`src/hw/slave_pkg.sv`:
```
package slave_pkg;

    // id field of 2 bits gives three slaves plus the free code 0
    localparam int S_ID_WIDTH = 2;
    localparam logic [2:0] START_CODE = 3'b111;

    // start code, slave id, rw bit
    localparam int FRAME_LEN = 3 + S_ID_WIDTH + 1;

    localparam logic [7:0] ACK_BYTE = 8'hCC;
    localparam logic [7:0] NAK_BYTE = 8'hAA;

    typedef struct packed {
        logic [2:0]            start;
        logic [S_ID_WIDTH-1:0] id;
        logic                  rw;
    } ctrl_fields_t;

    // raw while shifting, fields once the frame is complete
    typedef union packed {
        logic [FRAME_LEN-1:0] raw;
        ctrl_fields_t         fields;
    } ctrl_frame_u;

    typedef struct packed {
        logic go;
        logic write;
    } cmd_t;

    // upper nibble of the reply byte
    typedef logic [3:0] status_t;
    localparam status_t STATUS_NONE = 4'b0000;
    localparam status_t STATUS_ACK  = ACK_BYTE[7:4];
    localparam status_t STATUS_NAK  = NAK_BYTE[7:4];

endpackage
```
`src/hw/uart_slave.sv`:
```
module uart_slave #(
    parameter int DATA_WIDTH       = 32,
    parameter int SLAVE_ID         = 1,
    parameter int ACK_TIMEOUT      = 1000000,
    parameter int RETRANSMIT_TIMES = 5
) (
    input  logic                  clk,
    input  logic                  rstN,
    // master side
    input  logic                  control,
    input  logic                  valid,
    input  logic                  wD,
    output logic                  ready,
    output logic                  rD,
    output logic                  rd_valid,
    // previous board
    output logic                  g_txStart,
    output logic [DATA_WIDTH-1:0] g_byteForTx,
    input  logic                  g_txReady,
    input  logic                  g_rxDone,
    input  logic [DATA_WIDTH-1:0] g_byteFromRx,
    // next board
    output logic                  s_txStart,
    output logic [DATA_WIDTH-1:0] s_byteForTx,
    input  logic                  s_txReady,
    input  logic                  s_rxDone,
    input  logic [DATA_WIDTH-1:0] s_byteFromRx
);
    slave_pkg::cmd_t       cmd;
    slave_pkg::status_t    status;
    logic                  word_strobe;
    logic [DATA_WIDTH-1:0] word;
    logic                  write_done;
    logic                  read_done;

    frame_decoder #(.SLAVE_ID(SLAVE_ID)) u_frame_decoder (
        .clk, .rstN, .control, .write_done, .read_done, .cmd
    );

    write_collector #(.DATA_WIDTH(DATA_WIDTH)) u_write_collector (
        .clk, .rstN, .cmd, .valid, .wD, .ready, .word_strobe, .word
    );

    link_sender #(
        .DATA_WIDTH(DATA_WIDTH),
        .ACK_TIMEOUT(ACK_TIMEOUT),
        .RETRANSMIT_TIMES(RETRANSMIT_TIMES)
    ) u_link_sender (
        .clk, .rstN, .word_strobe, .word, .s_txReady, .s_rxDone, .s_byteFromRx,
        .s_txStart, .s_byteForTx, .status, .write_done
    );

    read_returner #(.DATA_WIDTH(DATA_WIDTH)) u_read_returner (
        .clk, .rstN, .cmd, .g_rxDone, .g_byteFromRx, .g_txReady, .status,
        .g_txStart, .g_byteForTx, .rD, .rd_valid, .read_done
    );

endmodule

```
`src/hw/read_returner.sv`:
```
module read_returner #(
    parameter int DATA_WIDTH = 32
) (
    input  logic                  clk,
    input  logic                  rstN,
    input  slave_pkg::cmd_t       cmd,
    input  logic                  g_rxDone,
    input  logic [DATA_WIDTH-1:0] g_byteFromRx,
    input  logic                  g_txReady,
    input  slave_pkg::status_t    status,
    output logic                  g_txStart,
    output logic [DATA_WIDTH-1:0] g_byteForTx,
    output logic                  rD,
    output logic                  rd_valid,
    output logic                  read_done
);
    // status nibble ahead of the data word
    localparam int OUT_LEN = 4 + DATA_WIDTH;
    localparam int CNT_W   = $clog2(OUT_LEN);
    localparam logic [CNT_W-1:0] LAST_BIT = CNT_W'(OUT_LEN - 1);

    localparam logic [1:0] IDLE     = 2'd0;
    localparam logic [1:0] WAIT_RX  = 2'd1;
    localparam logic [1:0] SEND_ACK = 2'd2;
    localparam logic [1:0] SHIFT    = 2'd3;

    logic [1:0]         state;
    logic [CNT_W-1:0]   bit_cnt;
    logic [OUT_LEN-1:0] sreg;

    always_ff @(posedge clk or negedge rstN) begin
        if (!rstN) begin
            state     <= IDLE;
            g_txStart <= 1'b0;
            rd_valid  <= 1'b0;
            read_done <= 1'b0;
            bit_cnt   <= '0;
        end else begin
            g_txStart <= 1'b0;
            read_done <= 1'b0;
            case (state)
                IDLE: begin
                    if (cmd.go && !cmd.write) begin
                        state <= WAIT_RX;
                    end
                end
                WAIT_RX: begin
                    if (g_rxDone) begin
                        state <= SEND_ACK;
                    end
                end
                SEND_ACK: begin
                    if (g_txReady) begin
                        g_txStart <= 1'b1;
                        bit_cnt   <= '0;
                        state     <= SHIFT;
                    end
                end
                SHIFT: begin
                    // first cycle here is the ack start, output follows
                    if (!rd_valid) begin
                        rd_valid <= 1'b1;
                    end else if (bit_cnt == LAST_BIT) begin
                        rd_valid  <= 1'b0;
                        read_done <= 1'b1;
                        state     <= IDLE;
                    end else begin
                        bit_cnt <= bit_cnt + 1'b1;
                    end
                end
                default: state <= IDLE;
            endcase
        end
    end

    always_ff @(posedge clk) begin
        if (state == WAIT_RX && g_rxDone) begin
            sreg <= {status, g_byteFromRx};
        end else if (rd_valid) begin
            sreg <= {sreg[OUT_LEN-2:0], 1'b0};
        end
    end

    assign rD          = rd_valid & sreg[OUT_LEN-1];
    assign g_byteForTx = DATA_WIDTH'(slave_pkg::ACK_BYTE);

    ack_before_data: assert property (@(posedge clk) disable iff (!rstN)
        !(g_txStart && rd_valid));

endmodule

```
`src/hw/link_sender.sv`:
```
module link_sender #(
    parameter int DATA_WIDTH       = 32,
    parameter int ACK_TIMEOUT      = 1000000,
    parameter int RETRANSMIT_TIMES = 5
) (
    input  logic                  clk,
    input  logic                  rstN,
    input  logic                  word_strobe,
    input  logic [DATA_WIDTH-1:0] word,
    input  logic                  s_txReady,
    input  logic                  s_rxDone,
    input  logic [DATA_WIDTH-1:0] s_byteFromRx,
    output logic                  s_txStart,
    output logic [DATA_WIDTH-1:0] s_byteForTx,
    output slave_pkg::status_t    status,
    output logic                  write_done
);
    localparam int TIMER_W = $clog2(ACK_TIMEOUT + 1);
    localparam int RETX_W  = $clog2(RETRANSMIT_TIMES + 1);
    localparam logic [TIMER_W-1:0]    TIMER_LAST = TIMER_W'(ACK_TIMEOUT - 1);
    localparam logic [RETX_W-1:0]     RETX_LAST  = RETX_W'(RETRANSMIT_TIMES);
    localparam logic [DATA_WIDTH-1:0] ACK_WORD   = DATA_WIDTH'(slave_pkg::ACK_BYTE);

    localparam logic [1:0] IDLE       = 2'd0;
    localparam logic [1:0] WAIT_TX    = 2'd1;
    localparam logic [1:0] WAIT_REPLY = 2'd2;

    logic [1:0]         state;
    logic [TIMER_W-1:0] timer;
    logic [RETX_W-1:0]  retx_cnt;

    always_ff @(posedge clk or negedge rstN) begin
        if (!rstN) begin
            state      <= IDLE;
            s_txStart  <= 1'b0;
            write_done <= 1'b0;
            timer      <= '0;
            retx_cnt   <= '0;
            status     <= slave_pkg::STATUS_NONE;
        end else begin
            s_txStart  <= 1'b0;
            write_done <= 1'b0;
            case (state)
                IDLE: begin
                    if (word_strobe) begin
                        retx_cnt <= '0;
                        state    <= WAIT_TX;
                    end
                end
                WAIT_TX: begin
                    if (s_txReady) begin
                        s_txStart <= 1'b1;
                        timer     <= '0;
                        state     <= WAIT_REPLY;
                    end
                end
                WAIT_REPLY: begin
                    if (s_rxDone) begin
                        // anything but the ack byte counts as nak
                        status     <= (s_byteFromRx == ACK_WORD) ? slave_pkg::STATUS_ACK
                                                                 : slave_pkg::STATUS_NAK;
                        write_done <= 1'b1;
                        state      <= IDLE;
                    end else if (timer == TIMER_LAST) begin
                        if (retx_cnt == RETX_LAST) begin
                            // give up, silent link
                            status     <= slave_pkg::STATUS_NAK;
                            write_done <= 1'b1;
                            state      <= IDLE;
                        end else begin
                            retx_cnt <= retx_cnt + 1'b1;
                            state    <= WAIT_TX;
                        end
                    end else begin
                        timer <= timer + 1'b1;
                    end
                end
                default: state <= IDLE;
            endcase
        end
    end

    // word kept for every retransmit
    always_ff @(posedge clk) begin
        if (word_strobe) begin
            s_byteForTx <= word;
        end
    end

    tx_start_with_ready: assert property (@(posedge clk) disable iff (!rstN)
        s_txStart |-> s_txReady);

endmodule

```
`src/hw/write_collector.sv`:
```
module write_collector #(
    parameter int DATA_WIDTH = 32
) (
    input  logic                  clk,
    input  logic                  rstN,
    input  slave_pkg::cmd_t       cmd,
    input  logic                  valid,
    input  logic                  wD,
    output logic                  ready,
    output logic                  word_strobe,
    output logic [DATA_WIDTH-1:0] word
);
    localparam int CNT_W = $clog2(DATA_WIDTH);
    localparam logic [CNT_W-1:0] LAST_BIT = CNT_W'(DATA_WIDTH - 1);

    logic [CNT_W-1:0]      bit_cnt;
    logic [DATA_WIDTH-1:0] shift;

    always_ff @(posedge clk or negedge rstN) begin
        if (!rstN) begin
            ready       <= 1'b0;
            word_strobe <= 1'b0;
            bit_cnt     <= '0;
        end else begin
            word_strobe <= 1'b0;
            if (cmd.go && cmd.write) begin
                ready   <= 1'b1;
                bit_cnt <= '0;
            end else if (ready && valid) begin
                if (bit_cnt == LAST_BIT) begin
                    // word complete, shift register now holds it
                    ready       <= 1'b0;
                    word_strobe <= 1'b1;
                    bit_cnt     <= '0;
                end else begin
                    bit_cnt <= bit_cnt + 1'b1;
                end
            end
        end
    end

    // msb first
    always_ff @(posedge clk) begin
        if (ready && valid) begin
            shift <= {shift[DATA_WIDTH-2:0], wD};
        end
    end

    assign word = shift;

endmodule

```
`src/hw/frame_decoder.sv`:
```
module frame_decoder #(
    parameter int SLAVE_ID = 1
) (
    input  logic              clk,
    input  logic              rstN,
    input  logic              control,
    input  logic              write_done,
    input  logic              read_done,
    output slave_pkg::cmd_t   cmd
);
    localparam int CNT_W = $clog2(slave_pkg::FRAME_LEN);
    localparam logic [CNT_W-1:0] LAST_BIT = CNT_W'(slave_pkg::FRAME_LEN - 1);

    slave_pkg::ctrl_frame_u frame;
    slave_pkg::ctrl_frame_u frame_next;
    logic                   collecting;
    logic                   busy;
    logic [CNT_W-1:0]       bit_cnt;
    logic                   frame_hit;

    // frame as it stands once the current control bit is in
    assign frame_next.raw = {frame.raw[slave_pkg::FRAME_LEN-2:0], control};
    assign frame_hit = (frame_next.fields.start == slave_pkg::START_CODE) &&
                       (int'(frame_next.fields.id) == SLAVE_ID);

    always_ff @(posedge clk or negedge rstN) begin
        if (!rstN) begin
            collecting <= 1'b0;
            busy       <= 1'b0;
            bit_cnt    <= '0;
            cmd        <= '0;
        end else begin
            cmd.go <= 1'b0;
            if (write_done || read_done) begin
                busy <= 1'b0;
            end
            if (collecting) begin
                if (bit_cnt == LAST_BIT) begin
                    collecting <= 1'b0;
                    // bad start or foreign id is dropped silently
                    if (frame_hit) begin
                        cmd.go    <= 1'b1;
                        cmd.write <= frame_next.fields.rw;
                        busy      <= 1'b1;
                    end
                end else begin
                    bit_cnt <= bit_cnt + 1'b1;
                end
            end else if (control && !busy) begin
                collecting <= 1'b1;
                bit_cnt    <= CNT_W'(1);
            end
        end
    end

    always_ff @(posedge clk) begin
        if (collecting || (control && !busy)) begin
            frame <= frame_next;
        end
    end

    go_single_pulse: assert property (@(posedge clk) disable iff (!rstN) cmd.go |=> !cmd.go);

endmodule

```
`config.mk`:
```
export PLATFORM = sky130hd
export DESIGN_NAME = uart_slave
export DESIGN_NICKNAME = d
export VERILOG_FILES = /design/src/hw/slave_pkg.sv /design/src/hw/uart_slave.sv /design/src/hw/read_returner.sv /design/src/hw/link_sender.sv /design/src/hw/write_collector.sv /design/src/hw/frame_decoder.sv
export SDC_FILE = /design/constraint.sdc
export NUM_CORES = 1
export LEC_CHECK = 0
export ABC_AREA = 1
export ABC_CLOCK_PERIOD_IN_PS = 3700
export BUFFER_PORTS_ARGS = -buffer_cell sky130_fd_sc_hd__buf_4
export CAP_MARGIN = 40
export CORE_MARGIN = 1
export CORE_UTILIZATION = 45
export DETAILED_ROUTE_END_ITERATION = 12
export PLACE_DENSITY = 0.68
export SLEW_MARGIN = 30
export SYNTH_ARGS = -nofsm -noshare
export SYNTH_HDL_FRONTEND = slang
export SYNTH_SLANG_ARGS = --single-unit
export TNS_END_PERCENT = 10
```
`constraint.sdc`:
```
create_clock -name clk -period 3.7 [get_ports clk]
set_clock_uncertainty 0.2 [all_clocks]
set_input_delay 0.185 -clock clk [delete_from_list [all_inputs] [get_ports clk]]
set_output_delay 0.185 -clock clk [all_outputs]
set_load 0.005 [all_outputs]
```
==> results.json <==
{
  "status": "finished clean",
  "post-synth-top-area-cell": "edfxtp_1",
  "critical_path.max_fanout": 38,
  "comb_power_share_pct": 19.9,
  "antenna_found_initial": 0,
  "grt_first_pass_wirelength_mm": 22.60,
  "grt_overflow_total": 0,
  "design_area_um2": 8916,
  "slew-limit-headroom_pct": 53.33,
  "clk_path_buf_depth": 2,
  "drt-total-wl_mm": 13.53,
  "vias": 5015,
  "pwr-share-clk_pct": 32.3,
  "ys_top_cells_by_count": "240 x nand2_1, 105 x edfxtp_1, 61 x nor2_1",
  "die_width_um": 126.8,
  "clkSlewWorstSetupHoldPaths_ns": 0.07,
  "cts_made_buffers": 17,
  "dr.pass1.iters": 4,
  "seq_area_frac_synth_pct": 64.60,
  "yosys-top-cells-area": "edfxtp_1 45%, dfrtp_1 20%, nand2_1 13%",
  "synth_warnings": 0,
  "p_int_w": 0.004016,
  "final-setup-viol-count": 0,
  "power_density_nw_per_um2": 639.4,
  "ys_async_sr_fraction_pct": 34.38,
  "required_ns": 3.68,
  "nNetsFinal": 926,
  "startpoint_type": "flop",
  "synth.most_common_cell": "nand2_1",
  "boundaryPins": 142,
  "via_per_inst": 4.813,
  "synth_top_area_share_pct": 44.97,
  "switching_share_pct": 29.56,
  "clk_latency_ns": 0.42,
  "synthAdderAreaFrac_pct": 2.141,
  "dieArea_um2": 16080,
  "fin_tns_setup_ns": 0,
  "start_util_pct": 46.12,
  "remaining_drc_errors": 0,
  "post_drt_wl_per_cell_um": 12.98,
  "slowest_delay_ns": 0.44,
  "cts-root-buf": "clkbuf_16",
  "synth-simple-area-share_pct": 21.88,
  "path_class": "reg -> reg",
  "core_area_um2": 15200,
  "first_global_vias": 4832,
  "netlist_instances": 684,
  "placed_area_um2": 7904,
  "place_congestion": 0.8377,
  "synth_compound_area_share_pct": 2.552,
  "crit_chain": "inv_1, ha_1, nand2_1, buf_4, clkinv_1, buf_8, nand2_1, nand2_1",
  "synthXorXnorAreaFrac_pct": 1.499,
  "synth_top_family_by_area": "simple AND/OR/NAND/NOR gates",
  "portBuffers": 109,
  "worstMarginPinSlew_ns": 0.7001,
  "hold_violations": 0,
  "synthMuxAreaShare_pct": 0,
  "fin_crit_sh_pct": 66.01,
  "syn_area_per_cell_um2": 10.25,
  "area_delta_synth_final_pct": 27.16,
  "drv_slew": 0,
  "drive_above_1_share_pct": 18.62,
  "rows": 45,
  "slowest_stage": "clkinv_1",
  "grt.total_usage_pct": 17.83,
  "endpoint_kind": "flop",
  "hold_class": "in -> reg",
  "seq_power_share_pct": 47.7,
  "power_w": 0.005701,
  "fmax_mhz": 409.4,
  "hold_slack_ns": 0.02267,
  "cap_violations": 0,
  "dpl.hpwl_mm": 8.862,
  "syn_area_um2": 7012,
  "ant_nets": 0,
  "cp.arrival_ns": 2.42,
  "cts_tree": "done",
  "ys_seq_elements": 160,
  "ir_drop_uv": 358.8,
  "antenna_cells": 0,
  "fp.dieH_um": 126.8,
  "synth-edff-count": 105,
  "cts_num_sinks": 160,
  "htreeDepth": 4,
  "synthFlopType": "edfxtp_1",
  "p_leak_nw": 4.078,
  "ys_types": 38,
  "grt_max_degree": 56,
  "layout_min_cycle_time_ns": 2.442,
  "rsz0062_at_grt": "false",
  "post_cts_buffers": 0,
  "drtIter0Drc": 299,
  "cp_common_cell": "nand2_1",
  "switchingPower_w": 0.001685
}
per-layer routing:
metal	up-vias	share of wire, %	global-route usage, %
li1	2491	-	-
met1	2357	43	22.06
met2	147	50	30.28
met3	20	4.7	4.597
met4	0	1.6	6.303
met5	-	0	0
registers in the layout, indices dropped and copies added, names as in the netlist, 2 cells and up:
name / cells
u_write_collector.word: 32
u_link_sender.timer: 20
u_link_sender.state: 2
u_write_collector.bit_cnt: 5
u_frame_decoder.bit_cnt: 3
u_read_returner.state: 2
u_link_sender.status: 3
u_frame_decoder.cmd: 2
u_frame_decoder.frame: 5
u_link_sender.retx_cnt: 3
u_read_returner.bit_cnt: 6
u_link_sender.s_byteForTx: 32
u_read_returner.sreg: 36
layout make-up:
class                      instances  area (µm²)
fill                            1243        6286
timing repair buffer             152        1246
clock inverter                    14       192.7
tap                              188       235.2
inverter                          52       195.2
sequential                       160        4529
multi-input combinational        458        2088
clock buffer                      18       429.2
power groups by stage:
stage / combinational (W) / clock [W] / sequential, W
detailed placement: 0.00111 / 0 / 0.00275
global route: 0.00132 / 0.00196 / 0.00277
CTS: 0.00115 / 0.00188 / 0.00272
finish: 0.00114 / 0.00184 / 0.00272
global placement: 0.00104 / 0 / 0.00273
floorplan: 0.000830 / 0 / 0.00269
cells in the final DEF, fill, tap and decap left out, types with 2 or more instances in the layout:
cell type and n:
nand2_1 240, buf_4 112, edfxtp_1 105, nor2_1 61
dfrtp_1 55, inv_1 47, dlygate4sd3_1 39, nand3_1 33
conb_1 32, clkbuf_16 17, o21ai_0 16, ha_1 12
nand4_1 11, nor3_1 11, xor2_1 8, a21oi_1 5
inv_2 4, xnor2_1 4, inv_8 4, inv_6 4
or2_2 3, bufinv_16 3, o21bai_1 2, nor2_2 2
nor3b_1 2, nand2_2 2, nand2_4 2, o21ai_1 2
o22ai_1 2, clkinv_4 2
timing repair:
action | CTS | global route
setup endpoints to repair | 0 | 0
gates resized for setup | 0 | 0
hold buffers | 39 | 0
hold endpoints to repair | 100 | 0
logic make-up after synthesis:
kind of cell,count (synthesis)
buf+inv,96
flops,160
simple gates,370
compound gates,32
other cells,2
xor+xnor,12
fa+ha+maj,12
per-stage QoR:
step | cells | setup WS (ns) | utilization [%]
CTS | 1042 | 1.269 | 58.65
detailed placement | 971 | 1.319 | 51.99
floorplan | 714 | 1.106 | -
global placement | 970 | 1.169 | 51.89
finish | 1042 | 1.258 | 58.65
global route | 1042 | 1.097 | 58.65
critical path: cells and delay by family, from the launching register on:
| family | cells | cell delay, ns |
|---|---|---|
| fa+ha+maj | 1 | 0.21 |
| simple gates | 3 | 0.22 |
| buf+inv | 4 | 1.17 |
| flops | 1 | 0.39 |
worst paths after layout:
kind / from / to / slack, ns / depth (start not counted)
setup reg to reg: u_read_returner.state[1] / u_read_returner.sreg[18] / 1.26 / 8
max in group asynchronous: rstN / u_frame_decoder.cmd[0] / 2.68 / 2
hold reg to reg: u_write_collector.word[31] / u_link_sender.s_byteForTx[31] / 0.22 / 0
setup / recovery: u_read_returner.state[1] / u_read_returner.sreg[18] / 1.26 / 8
min in group asynchronous: rstN / u_link_sender.timer[8] / 0.15 / 2
hold / removal: s_byteFromRx[22] / u_link_sender.status[1] / 0.02 / 7
(Power assumes the default switching activity.)
